==> config.mk <==
export PLATFORM = sky130hd
export DESIGN_NAME = proc_ctrl
export DESIGN_NICKNAME = d
export VERILOG_FILES = /design/src/proc_ctrl_pkg.sv /design/src/branch_resolve.sv /design/src/ctrl_stage_reg.sv /design/src/hazard_unit.sv /design/src/inst_decoder.sv /design/src/proc_ctrl.sv
export SDC_FILE = /design/constraint.sdc
export NUM_CORES = 1
export LEC_CHECK = 0
export ABC_AREA = 1
export CORE_MARGIN = 3
export CORE_UTILIZATION = 50
export DETAILED_ROUTE_END_ITERATION = 10
export DONT_BUFFER_PORTS = 1
export PLACE_DENSITY = 0.65
export SYNTH_ARGS = -nofsm -noshare
export SYNTH_HDL_FRONTEND = slang
export SYNTH_SLANG_ARGS = --single-unit
==> constraint.sdc <==
create_clock -name clk -period 4.4 [get_ports clk]
set_clock_uncertainty 0.05 [all_clocks]
set_input_delay 0.44 -clock clk [delete_from_list [all_inputs] [get_ports clk]]
set_output_delay 0.44 -clock clk [all_outputs]
set_load 0.02 [all_outputs]
==> src/proc_ctrl_pkg.sv <==
/* shared types for the five-stage pipeline control unit
   dec_ctrl_t also carries rs1/rs2 so the hazard unit can compare specifiers */
package proc_ctrl_pkg;

  // widths
  localparam int INST_W     = 32;
  localparam int REG_ADDR_W = 5;

  // shorthand for the decode table
  localparam logic Y = 1'b1;
  localparam logic N = 1'b0;

  // ------------------------------
  // rv32i encodings
  // ------------------------------
  localparam logic [6:0] OPC_OP     = 7'b0110011;
  localparam logic [6:0] OPC_OP_IMM = 7'b0010011;
  localparam logic [6:0] OPC_LOAD   = 7'b0000011;
  localparam logic [6:0] OPC_STORE  = 7'b0100011;
  localparam logic [6:0] OPC_BRANCH = 7'b1100011;
  localparam logic [6:0] OPC_JAL    = 7'b1101111;
  localparam logic [6:0] OPC_JALR   = 7'b1100111;
  localparam logic [6:0] OPC_LUI    = 7'b0110111;
  localparam logic [6:0] OPC_AUIPC  = 7'b0010111;

  // funct7 for sub / sra / srai
  localparam logic [6:0] F7_BASE = 7'b0000000;
  localparam logic [6:0] F7_ALT  = 7'b0100000;

  typedef logic [REG_ADDR_W-1:0] reg_addr_t;

  // ------------------------------
  // control encodings
  // ------------------------------
  typedef enum logic [3:0] {
    ALU_ADD, ALU_SUB, ALU_AND, ALU_OR, ALU_XOR, ALU_SLT,
    ALU_SLTU, ALU_SRA, ALU_SRL, ALU_SLL, ALU_JALR, ALU_CP1
  } alu_fn_e;

  typedef enum logic [3:0] {
    BR_NA, BR_BNE, BR_JAL, BR_JALR, BR_BEQ, BR_BLT, BR_BLTU, BR_BGE, BR_BGEU
  } br_type_e;

  typedef enum logic [2:0] {IMM_I, IMM_S, IMM_B, IMM_U, IMM_J} imm_type_e;
  typedef enum logic       {OP1_RF, OP1_PC} op1_sel_e;
  typedef enum logic [1:0] {OP2_RF, OP2_IMM} op2_sel_e;
  typedef enum logic [1:0] {EX_PC4, EX_ALU} ex_res_e;
  typedef enum logic [1:0] {DMEM_NONE, DMEM_LOAD, DMEM_STORE} dmem_type_e;
  typedef enum logic       {WB_ALU, WB_MEM} wb_sel_e;
  typedef enum logic [1:0] {PC_PLUS4, PC_BRANCH, PC_JAL, PC_JALR} pc_sel_e;
  typedef enum logic [1:0] {BYP_RF, BYP_X, BYP_M, BYP_W} byp_sel_e;

  // compare results from the datapath in X
  typedef struct packed {
    logic eq;
    logic lt;
    logic ltu;
  } br_cond_t;

  // full decode of the D instruction
  typedef struct packed {
    logic       inst_val;
    br_type_e   br_type;
    imm_type_e  imm_type;
    logic       rs1_en;
    logic       rs2_en;
    reg_addr_t  rs1;
    reg_addr_t  rs2;
    op1_sel_e   op1_sel;
    op2_sel_e   op2_sel;
    alu_fn_e    alu_fn;
    ex_res_e    ex_res;
    dmem_type_e dmem_type;
    wb_sel_e    wb_sel;
    logic       rf_wen;
    reg_addr_t  rf_waddr;
  } dec_ctrl_t;

  // stage payloads shrink as fields are consumed
  typedef struct packed {
    br_type_e   br_type;
    alu_fn_e    alu_fn;
    ex_res_e    ex_res;
    dmem_type_e dmem_type;
    wb_sel_e    wb_sel;
    logic       rf_wen;
    reg_addr_t  rf_waddr;
  } x_ctrl_t;

  typedef struct packed {
    dmem_type_e dmem_type;
    wb_sel_e    wb_sel;
    logic       rf_wen;
    reg_addr_t  rf_waddr;
  } m_ctrl_t;

  typedef struct packed {
    logic      rf_wen;
    reg_addr_t rf_waddr;
  } w_ctrl_t;

  // everything the datapath needs from control
  typedef struct packed {
    logic       reg_en_F;
    logic       reg_en_D;
    logic       reg_en_X;
    logic       reg_en_M;
    logic       reg_en_W;
    pc_sel_e    pc_sel_F;
    op1_sel_e   op1_sel_D;
    op2_sel_e   op2_sel_D;
    imm_type_e  imm_type_D;
    byp_sel_e   op1_byp_D;
    byp_sel_e   op2_byp_D;
    alu_fn_e    alu_fn_X;
    ex_res_e    ex_res_X;
    dmem_type_e dmem_type_X;
    wb_sel_e    wb_sel_M;
    logic       rf_wen_W;
    reg_addr_t  rf_waddr_W;
  } dpath_ctrl_t;

endpackage

==> src/branch_resolve.sv <==
/* redirect decisions: jal in D, jalr and conditional branches in X
   the caller gates each redirect with its own stage stall */
`timescale 1ns/1ps

module branch_resolve import proc_ctrl_pkg::*; (
  input  logic     val_d_i,
  input  br_type_e br_d_i,
  input  logic     val_x_i,
  input  br_type_e br_x_i,
  input  br_cond_t cond_i,
  output logic     redirect_d_o,
  output logic     redirect_x_o,
  output pc_sel_e  pc_sel_o
);

  assign redirect_d_o = val_d_i && (br_d_i == BR_JAL);

  // taken test per branch type
  always_comb begin
    case (br_x_i)
      BR_JALR: redirect_x_o = val_x_i;
      BR_BEQ:  redirect_x_o = val_x_i && cond_i.eq;
      BR_BNE:  redirect_x_o = val_x_i && !cond_i.eq;
      BR_BLT:  redirect_x_o = val_x_i && cond_i.lt;
      BR_BGE:  redirect_x_o = val_x_i && !cond_i.lt;
      BR_BLTU: redirect_x_o = val_x_i && cond_i.ltu;
      BR_BGEU: redirect_x_o = val_x_i && !cond_i.ltu;
      default: redirect_x_o = 1'b0;
    endcase
  end

  // older instruction in X has priority
  always_comb begin
    if (redirect_x_o)
      pc_sel_o = (br_x_i == BR_JALR) ? PC_JALR : PC_BRANCH;
    else if (redirect_d_o)
      pc_sel_o = PC_JAL;
    else
      pc_sel_o = PC_PLUS4;
  end

endmodule

==> src/ctrl_stage_reg.sv <==
/* pipeline register for one stage: valid bit plus control payload
   payload has no reset, only valid is cleared */
`timescale 1ns/1ps

module ctrl_stage_reg #(
  parameter type payload_t = logic
) (
  input  logic     clk,
  input  logic     reset,
  input  logic     en_i,
  input  logic     val_i,
  input  payload_t pay_i,
  output logic     val_o,
  output payload_t pay_o
);

  always_ff @(posedge clk) begin
    if (reset)
      val_o <= 1'b0;
    else if (en_i)
      val_o <= val_i;
  end

  // hold payload while stalled
  always_ff @(posedge clk) begin
    if (en_i)
      pay_o <= pay_i;
  end

endmodule

==> src/hazard_unit.sv <==
/* load-use detection and bypass select for the D operands
   x0 never matches; a load in X stalls instead of bypassing */
`timescale 1ns/1ps

module hazard_unit import proc_ctrl_pkg::*; (
  input  logic      clk,
  input  dec_ctrl_t dec_i,
  input  logic      val_d_i,
  input  logic      val_x_i,
  input  x_ctrl_t   x_i,
  input  logic      val_m_i,
  input  m_ctrl_t   m_i,
  input  logic      val_w_i,
  input  w_ctrl_t   w_i,
  output logic      load_use_o,
  output byp_sel_e  op1_byp_o,
  output byp_sel_e  op2_byp_o
);

  // older stage will write the register we read
  function automatic logic hit(input logic v, input logic wen, input reg_addr_t wa,
                               input reg_addr_t rs);
    return v && wen && (wa != '0) && (wa == rs);
  endfunction

  // youngest producer wins
  function automatic byp_sel_e pick(input logic x, input logic m, input logic w);
    if (x)
      return BYP_X;
    else if (m)
      return BYP_M;
    else if (w)
      return BYP_W;
    return BYP_RF;
  endfunction

  logic src1, src2;
  logic x1, m1, w1;
  logic x2, m2, w2;
  logic x_load;
  logic lu1, lu2;

  assign src1 = val_d_i && dec_i.rs1_en;
  assign src2 = val_d_i && dec_i.rs2_en;

  assign x1 = src1 && hit(val_x_i, x_i.rf_wen, x_i.rf_waddr, dec_i.rs1);
  assign m1 = src1 && hit(val_m_i, m_i.rf_wen, m_i.rf_waddr, dec_i.rs1);
  assign w1 = src1 && hit(val_w_i, w_i.rf_wen, w_i.rf_waddr, dec_i.rs1);
  assign x2 = src2 && hit(val_x_i, x_i.rf_wen, x_i.rf_waddr, dec_i.rs2);
  assign m2 = src2 && hit(val_m_i, m_i.rf_wen, m_i.rf_waddr, dec_i.rs2);
  assign w2 = src2 && hit(val_w_i, w_i.rf_wen, w_i.rf_waddr, dec_i.rs2);

  // load data only exists after M
  assign x_load     = x_i.dmem_type == DMEM_LOAD;
  assign lu1        = x1 && x_load;
  assign lu2        = x2 && x_load;
  assign load_use_o = lu1 || lu2;

  assign op1_byp_o = pick(x1 && !x_load, m1, w1);
  assign op2_byp_o = pick(x2 && !x_load, m2, w2);

  // a stall needs a live load in X, and then no operand takes the X path
  a_lu_no_xbyp: assert property (@(posedge clk)
    load_use_o |-> val_x_i && (x_i.dmem_type == DMEM_LOAD) &&
                   (op1_byp_o != BYP_X) && (op2_byp_o != BYP_X));

endmodule

==> src/inst_decoder.sv <==
/* rv32i subset decoder, purely combinational
   unsupported encodings return an all-zero struct with inst_val low */
`timescale 1ns/1ps

module inst_decoder import proc_ctrl_pkg::*; (
  input  logic [INST_W-1:0] inst_i,
  output dec_ctrl_t         dec_o
);

  logic [6:0] opcode;
  logic [2:0] f3;
  logic [6:0] f7;
  logic       fn_alt;
  alu_fn_e    fn;
  logic       shift_ok;
  br_type_e   b_type;
  logic       b_ok;
  dec_ctrl_t  d;

  assign opcode = inst_i[6:0];
  assign f3     = inst_i[14:12];
  assign f7     = inst_i[31:25];

  // one row of the control table
  function automatic dec_ctrl_t cs(
    input logic       val,
    input br_type_e   br,
    input imm_type_e  imm,
    input logic       r1_en,
    input logic       r2_en,
    input op1_sel_e   op1,
    input op2_sel_e   op2,
    input alu_fn_e    alu,
    input ex_res_e    ex,
    input dmem_type_e dm,
    input wb_sel_e    wb,
    input logic       wen
  );
    dec_ctrl_t c;
    c           = '0;
    c.inst_val  = val;
    c.br_type   = br;
    c.imm_type  = imm;
    c.rs1_en    = r1_en;
    c.rs2_en    = r2_en;
    c.op1_sel   = op1;
    c.op2_sel   = op2;
    c.alu_fn    = alu;
    c.ex_res    = ex;
    c.dmem_type = dm;
    c.wb_sel    = wb;
    c.rf_wen    = wen;
    return c;
  endfunction

  // ------------------------------
  // alu function from funct3/funct7
  // ------------------------------
  // alt form only exists for sub, sra, srai
  assign fn_alt = (f7 == F7_ALT) && ((opcode == OPC_OP && f3 == 3'b000) || f3 == 3'b101);
  // R-type and shifts need a legal funct7
  assign shift_ok = (f7 == F7_BASE) || fn_alt;

  always_comb begin
    case (f3)
      3'b000:  fn = fn_alt ? ALU_SUB : ALU_ADD;
      3'b001:  fn = ALU_SLL;
      3'b010:  fn = ALU_SLT;
      3'b011:  fn = ALU_SLTU;
      3'b100:  fn = ALU_XOR;
      3'b101:  fn = fn_alt ? ALU_SRA : ALU_SRL;
      3'b110:  fn = ALU_OR;
      default: fn = ALU_AND;
    endcase
  end

  // branch flavour, 010/011 are reserved
  always_comb begin
    b_ok = Y;
    case (f3)
      3'b000:  b_type = BR_BEQ;
      3'b001:  b_type = BR_BNE;
      3'b100:  b_type = BR_BLT;
      3'b101:  b_type = BR_BGE;
      3'b110:  b_type = BR_BLTU;
      3'b111:  b_type = BR_BGEU;
      default: begin
        b_type = BR_NA;
        b_ok   = N;
      end
    endcase
  end

  // ------------------------------
  // control table
  // ------------------------------
  always_comb begin
    d = cs(N, BR_NA, IMM_I, N, N, OP1_RF, OP2_RF, ALU_ADD, EX_PC4, DMEM_NONE, WB_ALU, N);
    //                val       br       imm    r1 r2 op1     op2      alu       ex
    case (opcode)
      OPC_OP:     d = cs(shift_ok, BR_NA, IMM_I, Y, Y, OP1_RF, OP2_RF, fn, EX_ALU,
                         DMEM_NONE, WB_ALU, Y);
      OPC_OP_IMM: d = cs(f3 != 3'b001 && f3 != 3'b101 || shift_ok, BR_NA, IMM_I, Y, N,
                         OP1_RF, OP2_IMM, fn, EX_ALU, DMEM_NONE, WB_ALU, Y);
      OPC_LUI:    d = cs(Y, BR_NA, IMM_U, N, N, OP1_RF, OP2_IMM, ALU_CP1, EX_ALU,
                         DMEM_NONE, WB_ALU, Y);
      OPC_AUIPC:  d = cs(Y, BR_NA, IMM_U, N, N, OP1_PC, OP2_IMM, ALU_ADD, EX_ALU,
                         DMEM_NONE, WB_ALU, Y);
      // only word access is supported
      OPC_LOAD:   d = cs(f3 == 3'b010, BR_NA, IMM_I, Y, N, OP1_RF, OP2_IMM, ALU_ADD, EX_ALU,
                         DMEM_LOAD, WB_MEM, Y);
      OPC_STORE:  d = cs(f3 == 3'b010, BR_NA, IMM_S, Y, Y, OP1_RF, OP2_IMM, ALU_ADD, EX_ALU,
                         DMEM_STORE, WB_ALU, N);
      // jumps write the link address pc+4
      OPC_JAL:    d = cs(Y, BR_JAL, IMM_J, N, N, OP1_PC, OP2_IMM, ALU_ADD, EX_PC4,
                         DMEM_NONE, WB_ALU, Y);
      OPC_JALR:   d = cs(f3 == 3'b000, BR_JALR, IMM_I, Y, N, OP1_RF, OP2_IMM, ALU_JALR,
                         EX_PC4, DMEM_NONE, WB_ALU, Y);
      OPC_BRANCH: d = cs(b_ok, b_type, IMM_B, Y, Y, OP1_RF, OP2_RF, ALU_ADD, EX_ALU,
                         DMEM_NONE, WB_ALU, N);
      default:    d.inst_val = N;
    endcase
    // register fields only for legal encodings
    if (d.inst_val) begin
      d.rs1      = inst_i[19:15];
      d.rs2      = inst_i[24:20];
      d.rf_waddr = inst_i[11:7];
    end else begin
      d = '0;
    end
    dec_o = d;
    if (dec_o.dmem_type == DMEM_STORE) begin
      assert (!dec_o.rf_wen) else $error("store decoded with register write");
    end
  end

endmodule

==> src/proc_ctrl.sv <==
/* five-stage control: stall/squash chain, F/D state, memory stream handshakes
   W never stalls; a transfer needs val and rdy high in the same cycle */
`timescale 1ns/1ps

module proc_ctrl import proc_ctrl_pkg::*; (
  input  logic              clk,
  input  logic              reset,
  input  logic [INST_W-1:0] inst_d_i,
  input  br_cond_t          br_cond_x_i,
  output logic              imem_req_val_o,
  input  logic              imem_req_rdy_i,
  input  logic              imem_resp_val_i,
  output logic              imem_resp_rdy_o,
  output logic              imem_resp_drop_o,
  output logic              dmem_req_val_o,
  input  logic              dmem_req_rdy_i,
  input  logic              dmem_resp_val_i,
  output logic              dmem_resp_rdy_o,
  output dpath_ctrl_t       ctrl_o,
  output logic              commit_o
);

  logic val_f, val_d, val_x, val_m, val_w;
  logic next_val_f, next_val_d, next_val_x, next_val_m;
  logic ostall_f, ostall_d, ostall_x, ostall_m;
  logic stall_f, stall_d, stall_x, stall_m;
  logic osquash_d, osquash_x;
  logic squash_f, squash_d;
  logic reg_en_f, reg_en_d, reg_en_x, reg_en_m;
  logic load_use, redirect_d, redirect_x;
  byp_sel_e  op1_byp, op2_byp;
  pc_sel_e   pc_sel_f;
  dec_ctrl_t dec_d;
  x_ctrl_t   x_next, x_q;
  m_ctrl_t   m_next, m_q;
  w_ctrl_t   w_next, w_q;

  inst_decoder u_dec (.inst_i(inst_d_i), .dec_o(dec_d));

  hazard_unit u_haz (
    .clk(clk), .dec_i(dec_d), .val_d_i(val_d),
    .val_x_i(val_x), .x_i(x_q), .val_m_i(val_m), .m_i(m_q),
    .val_w_i(val_w), .w_i(w_q),
    .load_use_o(load_use), .op1_byp_o(op1_byp), .op2_byp_o(op2_byp)
  );

  branch_resolve u_br (
    .val_d_i(val_d), .br_d_i(dec_d.br_type), .val_x_i(val_x), .br_x_i(x_q.br_type),
    .cond_i(br_cond_x_i), .redirect_d_o(redirect_d), .redirect_x_o(redirect_x),
    .pc_sel_o(pc_sel_f)
  );

  // ------------------------------
  // stall and squash chain
  // ------------------------------
  assign ostall_f = val_f && !imem_resp_val_i;
  assign ostall_d = val_d && load_use;
  assign ostall_x = val_x && (x_q.dmem_type != DMEM_NONE) && !dmem_req_rdy_i;
  assign ostall_m = val_m && (m_q.dmem_type != DMEM_NONE) && !dmem_resp_val_i;

  // a stage stalls on its own or on any later stage
  assign stall_m = val_m && ostall_m;
  assign stall_x = val_x && (ostall_x || ostall_m);
  assign stall_d = val_d && (ostall_d || ostall_x || ostall_m);
  assign stall_f = val_f && (ostall_f || ostall_d || ostall_x || ostall_m);

  // stalled stage must not redirect, else the squash fires twice
  assign osquash_d = val_d && !stall_d && redirect_d;
  assign osquash_x = val_x && !stall_x && redirect_x;
  assign squash_f  = val_f && (osquash_d || osquash_x);
  assign squash_d  = val_d && osquash_x;

  assign reg_en_f = !stall_f || squash_f;
  assign reg_en_d = !stall_d || squash_d;
  assign reg_en_x = !stall_x;
  assign reg_en_m = !stall_m;

  // ------------------------------
  // F and D state
  // ------------------------------
  always_ff @(posedge clk) begin
    if (reset)
      val_f <= 1'b0;
    else if (reg_en_f)
      val_f <= 1'b1;
  end

  always_ff @(posedge clk) begin
    if (reset)
      val_d <= 1'b0;
    else if (reg_en_d)
      val_d <= next_val_f;
  end

  assign next_val_f = val_f && !stall_f && !squash_f;
  // illegal encodings die in D
  assign next_val_d = val_d && !stall_d && !squash_d && dec_d.inst_val;
  assign next_val_x = val_x && !stall_x;
  assign next_val_m = val_m && !stall_m;

  // fetch request goes out ahead of F
  assign imem_req_val_o   = reg_en_f && !reset;
  assign imem_resp_rdy_o  = reg_en_f;
  assign imem_resp_drop_o = squash_f;

  // ------------------------------
  // X, M, W registers
  // ------------------------------
  always_comb begin
    x_next.br_type   = dec_d.br_type;
    x_next.alu_fn    = dec_d.alu_fn;
    x_next.ex_res    = dec_d.ex_res;
    x_next.dmem_type = dec_d.dmem_type;
    x_next.wb_sel    = dec_d.wb_sel;
    x_next.rf_wen    = dec_d.rf_wen;
    x_next.rf_waddr  = dec_d.rf_waddr;
    m_next.dmem_type = x_q.dmem_type;
    m_next.wb_sel    = x_q.wb_sel;
    m_next.rf_wen    = x_q.rf_wen;
    m_next.rf_waddr  = x_q.rf_waddr;
    w_next.rf_wen    = m_q.rf_wen;
    w_next.rf_waddr  = m_q.rf_waddr;
  end

  ctrl_stage_reg #(.payload_t(x_ctrl_t)) u_x_reg (
    .clk(clk), .reset(reset), .en_i(reg_en_x), .val_i(next_val_d), .pay_i(x_next),
    .val_o(val_x), .pay_o(x_q)
  );

  ctrl_stage_reg #(.payload_t(m_ctrl_t)) u_m_reg (
    .clk(clk), .reset(reset), .en_i(reg_en_m), .val_i(next_val_x), .pay_i(m_next),
    .val_o(val_m), .pay_o(m_q)
  );

  // W is always enabled
  ctrl_stage_reg #(.payload_t(w_ctrl_t)) u_w_reg (
    .clk(clk), .reset(reset), .en_i(1'b1), .val_i(next_val_m), .pay_i(w_next),
    .val_o(val_w), .pay_o(w_q)
  );

  // data memory handshakes, only when not stalling
  assign dmem_req_val_o  = val_x && !stall_x && (x_q.dmem_type != DMEM_NONE);
  assign dmem_resp_rdy_o = val_m && !stall_m && (m_q.dmem_type != DMEM_NONE);
  assign commit_o        = val_w;

  // datapath control bundle
  always_comb begin
    ctrl_o.reg_en_F    = reg_en_f;
    ctrl_o.reg_en_D    = reg_en_d;
    ctrl_o.reg_en_X    = reg_en_x;
    ctrl_o.reg_en_M    = reg_en_m;
    ctrl_o.reg_en_W    = 1'b1;
    ctrl_o.pc_sel_F    = pc_sel_f;
    ctrl_o.op1_sel_D   = dec_d.op1_sel;
    ctrl_o.op2_sel_D   = dec_d.op2_sel;
    ctrl_o.imm_type_D  = dec_d.imm_type;
    ctrl_o.op1_byp_D   = op1_byp;
    ctrl_o.op2_byp_D   = op2_byp;
    ctrl_o.alu_fn_X    = x_q.alu_fn;
    ctrl_o.ex_res_X    = x_q.ex_res;
    ctrl_o.dmem_type_X = x_q.dmem_type;
    ctrl_o.wb_sel_M    = m_q.wb_sel;
    ctrl_o.rf_wen_W    = val_w && w_q.rf_wen;
    ctrl_o.rf_waddr_W  = w_q.rf_waddr;
  end

  // a request leaves a live memory op in X and shows up in M one cycle later
  a_dmem_needs_x: assert property (@(posedge clk) disable iff (reset)
    dmem_req_val_o |=> val_m && (m_q.dmem_type != DMEM_NONE));

endmodule

======== After elaboration in Yosys (flattened, before gate mapping) ========
Cells that the tools add are included.
storage, ports and cells
  output and inout port bits .............. 38
  logic and storage cells ................. 175
  bits in registers ....................... 39
operators by class
  mux-type cells .......................... 28
  eq/ne operators ......................... 34
  reductions and logical operators ........ 95
operators by type and width
  cell                                                                    count
  37-bit case mux with 9 select lines                                     1
  1-bit logical AND                                                       58
  5-bit equality test                                                     6
  7-bit by 6-bit equality test with 1-bit output (second input constant)  4
  4-bit case mux with 7 select lines                                      1
  4-bit case mux with 6 select lines                                      1
  2-bit 2-to-1 mux                                                        11
  7-bit equality test (second input constant)                             3
  10-bit 2-to-1 mux                                                       2
  4-bit by 3-bit equality test with 1-bit output (second input constant)  4
  5-bit nonzero test                                                      3
  7-bit by 5-bit equality test with 1-bit output (second input constant)  2
  1-bit logical NOT                                                       14
  1-bit logical OR                                                        13
  13-bit 2-to-1 mux                                                       1
  3-bit equality test (second input constant)                             4
  4-bit by 2-bit equality test with 1-bit output (second input constant)  2
  1-bit 2-to-1 mux                                                        8
  7-bit by 2-bit equality test with 1-bit output (second input constant)  1
  7-bit logical NOT                                                       1
  1-bit case mux with 7 select lines                                      1
  3-bit by 2-bit equality test with 1-bit output (second input constant)  2
  1-bit case mux with 6 select lines                                      1
  6-bit OR reduction                                                      1
  other kinds (11)                                                        12

======== Logic depth before layout (Yosys ltp) ========
Gate-level depths: netlist of run 1.
  depth after elaboration ................. 24
  depth in mapped cells ................... 20
  gate-level depth less buffers ........... 19

======== Cells and area by module ========
From an unflattened synthesis of run 1, not the netlist that was laid out.
second synthesis, totals
  cell total of the unflattened synthesis .. 443
  area, all modules ....................... 3221.8 um^2
modules (own cells, without submodules)
  module                    area each (um^2)  cells an instance  times used
  inst_decoder              823.3             140                1
  hazard_unit               744.5             165                1
  ctrl_stage_reg (u_x_reg)  615.6             26                 1
  proc_ctrl                 357.8             55                 1
  ctrl_stage_reg (u_m_reg)  315.3             16                 1
  ctrl_stage_reg (u_w_reg)  225.2             13                 1
  branch_resolve            140.1             28                 1

======== Least setup slack after synthesis of run 1 ========
No wires, ideal clock.
  path type ............................... in2out
  start point ............................. input inst_d_i[1]
  end point ............................... output ctrl_o[31] in the netlist's numbering
  slack ................................... 1.705 ns
  path buffers ............................ 2
  data arrival time ....................... 2.205 ns
  stages on the path ...................... 17
  cell sequence ........................... nand2_2 > nor2_8 > nand2_2 > nor2_1 > nand2_2 > nand2_4 > buf_8 > nand2_2 > a21oi_1 > nand3_2 > nand2_1 > nand2_2 > nand2_2 > o21ai_1 > inv_1 > nand2_1 > buf_4
between the ends
  longest elaborated chain between the ends .. 23
  elaborated cells between the ends (all ways) .. 48
  those cells by class .................... eq/ne: 12; mux: 4; reduce/logical: 32
ends and longest elaborated chain
  what                                            RTL line                                 text
  from (decl)                                     proc_ctrl.sv:8                           input logic [INST_W-1:0] inst_d_i,
  7-bit by 6-bit equality test with 1-bit output  inst_decoder.sv:60, inst_decoder.sv:100
  1-bit logical AND                               inst_decoder.sv:60                       assign fn_alt = (f7 == F7_ALT) && ((opcode == OPC_OP && f3 == 3'b000) || f3 == 3'b101);
  1-bit logical OR                                inst_decoder.sv:60
  1-bit logical AND                               inst_decoder.sv:60
  1-bit logical OR                                inst_decoder.sv:62                       assign shift_ok = (f7 == F7_BASE) || fn_alt;
  1-bit logical OR                                inst_decoder.sv:103                      OPC_OP_IMM: d = cs(f3 != 3'b001 && f3 != 3'b101 || shift_ok, BR_NA, IMM_I, Y, N,
  1-bit case mux with 6 select lines              inst_decoder.sv:100                      case (opcode)
  10-bit 2-to-1 mux                               inst_decoder.sv:124                      if (d.inst_val) begin
  [... 5 more ...]                                --
  1-bit logical AND                               proc_ctrl.sv:57                          assign ostall_d = val_d && load_use;
  1-bit logical OR (2 in series)                  proc_ctrl.sv:64                          assign stall_d = val_d && (ostall_d || ostall_x || ostall_m);
  1-bit logical AND                               proc_ctrl.sv:64
  1-bit logical NOT                               proc_ctrl.sv:68                          assign osquash_d = val_d && !stall_d && redirect_d;
  1-bit logical AND (2 in series)                 proc_ctrl.sv:68
  1-bit logical OR                                proc_ctrl.sv:70                          assign squash_f = val_f && (osquash_d || osquash_x);
  1-bit logical AND                               proc_ctrl.sv:70
  1-bit logical OR *                              proc_ctrl.sv:73                          assign reg_en_f = !stall_f || squash_f;
  to (decl)                                       proc_ctrl.sv:19                          output dpath_ctrl_t ctrl_o,
Every way passes the cells marked *; elsewhere a longest branch is shown, timed or not.

======== Final worst setup path of run 1 ========
  start point ............................. register u_m_reg.pay_o[7] in the netlist's numbering
  end point ............................... output imem_req_val_o
between the ends
  longest elaborated chain between the ends .. 12
  elaborated cells between the ends (all ways) .. 20
  those cells by class .................... reduce/logical: 20
ends and longest elaborated chain
  what                                                       RTL line                          text
  from (decl)                                                ctrl_stage_reg.sv:14              output payload_t pay_o
  from (signal assigned)                                     ctrl_stage_reg.sv:27              pay_o <= pay_i;
  2-bit nonzero test *                                       proc_ctrl.sv:59                   assign ostall_m = val_m && (m_q.dmem_type != DMEM_NONE) && !dmem_resp_val_i;
  1-bit logical AND * (2 in series)                          proc_ctrl.sv:59
  1-bit logical OR, on equally long branches                 proc_ctrl.sv:64, proc_ctrl.sv:63
  1-bit logical AND, on equally long branches                proc_ctrl.sv:64, proc_ctrl.sv:63
  1-bit logical NOT, on equally long branches                proc_ctrl.sv:68, proc_ctrl.sv:69
  1-bit logical AND, on equally long branches (2 in series)  proc_ctrl.sv:68, proc_ctrl.sv:69
  1-bit logical OR                                           proc_ctrl.sv:70
  1-bit logical AND                                          proc_ctrl.sv:70
  1-bit logical OR *                                         proc_ctrl.sv:73
  1-bit logical AND *                                        proc_ctrl.sv:102                  assign imem_req_val_o = reg_en_f && !reset;
  to (decl)                                                  proc_ctrl.sv:10                   output logic imem_req_val_o,
Marks and branches as above.

==> results of run 1 <==
-- through the flow --
stage / hold slack (ps) / std cells / setup slack, ps / power, mW / instance area (um2)
2_1_floorplan: 292 / 368 / 1710 / 0.422 / 2700
3_3_place_gp: 303 / 409 / 1320 / 0.425 / 2560
3_5_place_dp: 306 / 409 / 1310 / 0.425 / 2560
4_1_cts: 143 / 417 / 1240 / 0.717 / 2680
5_1_grt: 141 / 417 / 1040 / 0.741 / 2680
6_report: 154 / 417 / 1310 / 0.710 / 2680
-- placed cells by master, fill, tap and decap left out, types with 11 or more instances in the layout --
cell and n:
sky130_fd_sc_hd__a21oi_1 16, sky130_fd_sc_hd__edfxtp_1 25, sky130_fd_sc_hd__nand3_1 27, sky130_fd_sc_hd__inv_1 50, sky130_fd_sc_hd__nand2_1 59, sky130_fd_sc_hd__nand2_2 15
sky130_fd_sc_hd__dfxtp_1 11, sky130_fd_sc_hd__inv_2 11, sky130_fd_sc_hd__nor2_1 47, sky130_fd_sc_hd__o21ai_0 12
-- final cells by class --
class | count | area (um2) | area share, %
tap | 70 | 87.6 | 3.27
clock buffer | 5 | 68.8 | 2.57
multi-input combinational | 242 | 1280 | 47.7
inverter | 61 | 229 | 8.56
sequential | 36 | 971 | 36.3
clock inverter | 3 | 42.5 | 1.59
-- cells by family (layout without fill, tap and decap cells) --
| kind of cell | after synthesis | count (layout) | synth area share [%] |
|---|---|---|---|
| flops | 36 | 36 | 36.0 |
| other cells | 2 | 3 | 0.278 |
| compound gates | 48 | 48 | 10.8 |
| simple gates | 181 | 181 | 32.9 |
| xor+xnor | 10 | 10 | 3.25 |
| buf+inv | 90 | 69 | 16.8 |
-- state kept, by name, indices dropped and copies added, names as in the netlist --
| signal | cells |
|---|---|
| u_x_reg.val_o | 1 |
| val_f | 1 |
| u_m_reg.pay_o | 8 |
| val_d | 1 |
| u_x_reg.pay_o | 17 |
| u_w_reg.pay_o | 6 |
| u_w_reg.val_o | 1 |
| u_m_reg.val_o | 1 |
-- report_power, final --
part | internal [mW] | switching [mW]
Clock | 0.168 | 0.125
Sequential | 0.361 | 0.00477
Combinational | 0.0161 | 0.0357
Total | 0.545 | 0.165
-- synth_stat cells, types with 2 or more instances --
cell	n
sky130_fd_sc_hd__nand2_1	59
sky130_fd_sc_hd__inv_1	50
sky130_fd_sc_hd__nor2_1	47
sky130_fd_sc_hd__nand3_1	27
sky130_fd_sc_hd__buf_4	26
sky130_fd_sc_hd__edfxtp_1	25
sky130_fd_sc_hd__a21oi_1	16
sky130_fd_sc_hd__nand2_2	15
sky130_fd_sc_hd__o21ai_0	12
sky130_fd_sc_hd__dfxtp_1	11
sky130_fd_sc_hd__inv_2	11
sky130_fd_sc_hd__nor3_1	9
sky130_fd_sc_hd__xor2_1	8
sky130_fd_sc_hd__nand3_2	7
sky130_fd_sc_hd__nor2_2	4
sky130_fd_sc_hd__a31oi_1	3
sky130_fd_sc_hd__nand2_4	3
sky130_fd_sc_hd__nor4_1	3
sky130_fd_sc_hd__o22ai_1	3
sky130_fd_sc_hd__a2111oi_0	2
sky130_fd_sc_hd__a221oi_1	2
sky130_fd_sc_hd__conb_1	2
sky130_fd_sc_hd__o211ai_1	2
sky130_fd_sc_hd__o311ai_0	2
sky130_fd_sc_hd__or2_2	2
sky130_fd_sc_hd__xnor2_1	2
-- worst paths after layout --
check	cells past startpoint	slack [ps]	end	from
min	1	150	val_d	reset
min reg2reg	0	320	u_w_reg.pay_o[2]	u_m_reg.pay_o[2]
max reg2reg	5	1890	u_x_reg.pay_o[9]	u_m_reg.pay_o[7]
max	9	1310	imem_req_val_o	u_m_reg.pay_o[7]
-- worst max-delay path, delay by kind of cell, from the launching register on --
family                 cells  cell delay (ps)
AND/OR/NAND/NOR            7              990
flip-flops                 1              500
buffers and inverters      1              410
AO/OA/AOI/OAI              1              400
-- per-layer routing --
| layer | up-vias | part of all wire, % | wire length (um) | global-route usage [%] |
|---|---|---|---|---|
| li1 | 1129 | - | - | - |
| met1 | 969 | 44 | 2580 | 23.6 |
| met2 | 69 | 48 | 2830 | 32.8 |
| met3 | 11 | 6.3 | 372 | 4.18 |
| met4 | 0 | 2.3 | 135 | 9.11 |
| met5 | - | 0 | 0 | 0 |
==> results.md, run 1 <==
Setup path:
- The master of the slowest instance on the critical path is sky130_fd_sc_hd__edfxtp_1.
- The critical path in this run is classified as flip-flop to output port.
- Of all nets on the critical path, the largest fanout is 11.
- The largest incremental delay on the critical path is 500 ps.
- The critical path capture point type is an output port.
- At the worst endpoint, the arrival time is between 2000 and 3000 ps.
- The required arrival time at the worst endpoint is about 3900 ps.
- The signal on the critical path passes through nor2_1, nor3_1, inv_1, nand2_1, nor2_1, nand2_1, nand2_2, nand2_4, a21oi_1.
- STA classifies the critical path startpoint as a flip-flop.

Min path:
- The worst hold path class is input pin to flip-flop.

Route:
- The number of DRC markers in iteration 0 is 90.
- Dividing the detail-routed wire length by the instance count gives 14.2 um.
- The detailed-route vias per instance is 5.22.
- The antenna violation net count after detailed routing is 0.
- The via count is about 2,200.
- The number of iterations in the first detailed-routing pass is 4.
- For this run, design rule violations remaining after detail routing come to 0.
- Wires add up to 5910 um.

Outcome:
- The run finished with clean final reports.

Floorplan:
- The row count is 26.
- The floorplan step set the die width to slightly below 80 um.
- The floorplan step defined a die boundary enclosing approximately 6300 um2.
- In this run the count of I/O pins placed on the die edge is between 70 and 80.
- Once the floorplan was initialized, standard cells occupied 52.2% of the core.
- The y dimension of the die is 79.5 um.
- The region available for standard cell placement spans 5170 um2.

Synth:
- The number of synthesis warnings is 0.
- The main flop type after synthesis is sky130_fd_sc_hd__edfxtp_1.
- The top cell type by area accounts for 27.8% of the synthesized area.
- After technology mapping, the gate count stands at roughly 370.
- The biggest area consumer among synthesized cells is sky130_fd_sc_hd__edfxtp_1.
- Yosys mapped the design onto 40 distinct sky130hd cell types.
- In the post-synthesis netlist, the biggest area contributors are sky130_fd_sc_hd__edfxtp_1, sky130_fd_sc_hd__nand2_1, sky130_fd_sc_hd__dfxtp_1.
- Summing the sequential cell areas from Yosys gives 36.0% of the chip area.
- Summing every instance area after synthesis gives 2700 um2.
- The average cell area after synthesis is about 7.4 um2.
- Synthesis inferred 36 register bits.
- For this run, asynchronously set or reset flops after synthesis account for 0%.
- In this run, synthesis inferred 25 flip-flops with an integrated enable.

Placed design:
- The congestion estimate from routability-driven global placement came to about 0.90.
- Once detailed placement completed, the half-perimeter wirelength came to 4740 um.
- Buffers placed on the I/O ports in this run total 0.

Timing:
- Counting I/O delays and the setup requirement, the final critical path takes slightly above 3000 ps.
- Static timing analysis puts the maximum clock frequency at 0.323 GHz.
- The setup TNS is 0 ps.
- Setup repair after global routing left no endpoint under its margin.
- The hold violation count in the final report is 0.
- The number of pins with negative max-slew slack in the final report is 0.
- The fraction of the cycle the final worst path needs is 70.3%.
- The relative max-transition margin is 37.2%.
- The transition time at the pin with the least slew margin is around 940 ps.
- Setup violations remaining at the end of the flow were counted as 0.

Power:
- The peak supply drop is 0.136 mV.
- The power density relative to cell area is 265 nW/um2.
- In this run the static leakage power is 1.24 nW.

Clock network:
- Clock-pin slew was measured on the worst setup and hold paths at 70 ps.
- The CTS tree is done.
- Counting along the longest clock path gives a buffer depth of 2.
- The tree built by TritonCTS fans out to 36 sinks.
- The number of instances resized during post-cts repair is 0.
- Counting the buffers created by CTS gives 5.
- The number of buffers added for setup after CTS is 0.
- The H-tree depth reported by CTS is 2.
- The CTS root buffer is sky130_fd_sc_hd__clkbuf_8.
- The cts-stage hold buffer count is 0.
- Clock latency on the worst-skew pair, taken at its later pin, is 290 ps.

Cells and area:
- The final design utilization is 51.7%.
- The area growth from synthesis to layout is -0.834%.
- The total number of nets in the final design is 387.
- The repair_antennas step left the layout with diodes totalling 0.
- The number of fillers in the final layout is 510.
- Cells with a size suffix above 1 make up ~16% of the layout.

Global route:
- The global-route usage over all layers is between 10% and 20%.
- The number of global-route vias before repair came to between 2,000 and 2,500.
- The global-route wire length before repair is 9630 um.
- Summed over all layers, the global routing overflow is 0.
- The number of antenna violations at the first check in global routing is 0.
- The pin count of the biggest net entering global routing is 24.

Job:
- The tool flagged a number of max-cap violations equal to 0.
(Power assumes the default switching activity.)
==> run 2, diff against run 1 <==
==> constraint.sdc (replaced) <==
create_clock -name clk -period 3.1 [get_ports clk]
set_clock_uncertainty 0.05 [all_clocks]
set_input_delay 0.31 -clock clk [delete_from_list [all_inputs] [get_ports clk]]
set_output_delay 0.31 -clock clk [all_outputs]
set_load 0.02 [all_outputs]
==> results.md, run 2 (synthesis gave the netlist of run 1 again) <==
Setup path:
- The required arrival time at the worst endpoint is 2740 ps.
- On the critical path, the stage with the largest delay is an instance of sky130_fd_sc_hd__a21oi_1.
- The maximum fanout count along the critical path is 23.
- On the worst path, the slowest cell contributes a delay of 380 ps.
- The nature of the critical path startpoint is an input pin.
- The kind of critical path is input pin to output port.
- Data arrives at the worst endpoint at 2480 ps.
- In this run the critical register-to-register path is launched from u_m_reg.pay_o[7].
- Walking the worst path, the cells encountered are nand2_2, nor2_2, nand2_1, nand3_2, nor2_4, nand2_4, nand2_1, nor2_1, nor2_1, nand3_1, nand2_1, nand2_2, nand2_2, o21ai_1, inv_1, a21oi_1.
- The critical path starts at inst_d_i[1].
- STA classifies the critical path endpoint as an output port.

Global route:
- Global routing used 18.8% of the available tracks.
- The number of antenna violations at the first check in global routing was 0.
- The global route total overflow is 0.
- The number of global-route vias before repair came to around 2,100.
- Entering global routing, the biggest net connects 24 pins.
- The global-route wire length before repair is between 9000 and 10,000 um.

Timing:
- The setup TNS is 0 ps.
- The smallest clock period supported by the final layout is computed as between 2000 and 3000 ps.
- The final-report setup violation count is 0.
- The hold violation count in the final report is 0.
- The transition time at the pin with the least slew margin is 946 ps.
- The number of pins with negative max-slew slack in the final report is 0.
- Setup repair after global routing left no endpoint under its margin.
- Derived from the worst setup path, the maximum achievable clock frequency is around 0.35 GHz.
- Headroom to the max-slew limit came out at 36.8%.
- The fraction of the cycle the final worst path needs is 91.6%.

Power:
- Overall power consumption after layout is estimated at 1.00 mW.
- The peak supply drop is roughly 0.17 mV.
- In this run the static leakage power is about 1.3 nW.
- The power density relative to cell area is between 300 and 400 nW/um2.

Route:
- Wires add up to 5940 um.
- The antenna violation net count after detailed routing is 0.
- The number of DRC markers in iteration 0 is approximately 100.
- The number of iterations in the first detailed-routing pass is 4.
- The number of remaining DRC errors is 0.
- The wire length per cell after detailed routing is between 10 and 15 um.
- Using the TritonRoute via totals, the vias-per-cell ratio works out to ~5.3.
- The via count is 2,219.

Floorplan:
- During I/O placement, the number of pins put on the boundary was 79.
- The overall die area is 6320 um2.
- The die is 79.5 um wide.
- The die is 79.5 um tall.
- The initial standard-cell utilization of the core is 52.2%.
- The floorplan has 26 rows.
- The area of the core is 5170 um2.

Cells and area:
- The area growth from synthesis to layout is -0.139%.
- The total number of nets in the final design is between 300 and 400.
- Leaving out fill and tap cells, the most frequent cells in the layout are sky130_fd_sc_hd__nand2_1, sky130_fd_sc_hd__inv_1, sky130_fd_sc_hd__nor2_1, sky130_fd_sc_hd__nand3_1, sky130_fd_sc_hd__edfxtp_1.
- The share of cells above drive strength 1 is 16.0%.
- The final antenna diode count is 0.
- The library cell used most frequently in the layout, excluding fill and tap cells, is sky130_fd_sc_hd__nand2_1.
- The number of fillers in the final layout is between 400 and 500.
- The register with the most flip-flops in the final layout is u_x_reg.pay_o.
- The number of flip-flops in the largest register is 17.
- The largest registers in the layout are u_x_reg.pay_o: 17 flops, u_m_reg.pay_o: 8 flops, u_w_reg.pay_o: 6 flops.

Clock network:
- The CTS root buffer is sky130_fd_sc_hd__clkbuf_8.
- The number of buffers added for setup after CTS is 0.
- The clock buffer count from CTS is 5.
- The clock sink count is 36.
- The deepest clock path buffer count is 2.
- The H-tree depth reported by CTS is 2.
- TritonCTS built the clock tree.
- The cts-stage hold buffer count is 0.
- The clock network latency to the later pin of the worst-skew pair is 290 ps.
- Gates resized during post-CTS repair numbered 0.
- After clock tree synthesis, the clock-pin slew on the worst setup and hold paths is 70 ps.

Min path:
- The worst hold path class is input pin to flip-flop.
- The hold path startpoint is reset.

Outcome:
- The flow ran to the end, and the final reports show no timing, DRC or antenna violations.

Job:
- The number of maximum-capacitance constraint violations is 0.

Placed design:
- Input and output buffers added on the ports amount to 0.
- The congestion estimate from routability-driven global placement came to between 0.9 and 1.
- Detailed placement finished with a half-perimeter wire length of approximately 4700 um.
## run 2: path summary, 6_finish.rpt
check                endpoint  slack (ps)  depth (start not counted)
max            imem_req_val_o         260                         16
max reg2reg  u_x_reg.pay_o[1]         990                          5
min                     val_d          20                          1
min reg2reg  u_w_reg.pay_o[2]         320                          0
## run 2: metrics by stage
| stage | util [%] | instance area (um2) | setup WS (ps) | std cells | hold slack [ps] |
|---|---|---|---|---|---|
| after floorplan | - | 2700 | 665 | 368 | 292 |
| after global placement | 50.0 | 2590 | 318 | 412 | 305 |
| after detailed placement | 50.0 | 2590 | 277 | 412 | 303 |
| after CTS | 52.1 | 2700 | 268 | 420 | 13.5 |
| after global routing | 52.1 | 2700 | 56.2 | 420 | 4.97 |
| final | 52.1 | 2700 | 259 | 420 | 21.6 |
## run 2: cell type report
type	count	area [um2]	share of cell area, %
Multi-Input combinational cell	242	1280	47.4
Sequential cell	36	971	36.0
Inverter	61	229	8.50
Tap cell	70	87.6	3.25
Clock buffer	6	72.6	2.69
Clock inverter	2	35.0	1.30
Timing Repair Buffer	3	22.5	0.836
## run 2: report_power, final
part,leakage (nW),internal [mW],switching [mW]
logic,0.802,0.0234,0.0508
registers,0.397,0.512,0.00679
clock network,0.0552,0.239,0.172
total,1.25,0.775,0.229
## run 2: routing by layer
layer	vias to the layer above	GRT usage (%)	part of all wire, %
met5	-	0	0
met4	0	6.36	1.5
met3	6	4.63	8.0
met2	88	32.1	49
met1	992	23.0	42
li1	1133	-	-
## run 2: worst max-delay path, delay by kind of cell
family          cells  cell delay [ps]
buf+inv             1               60
simple gates       13             1600
compound gates      2              500
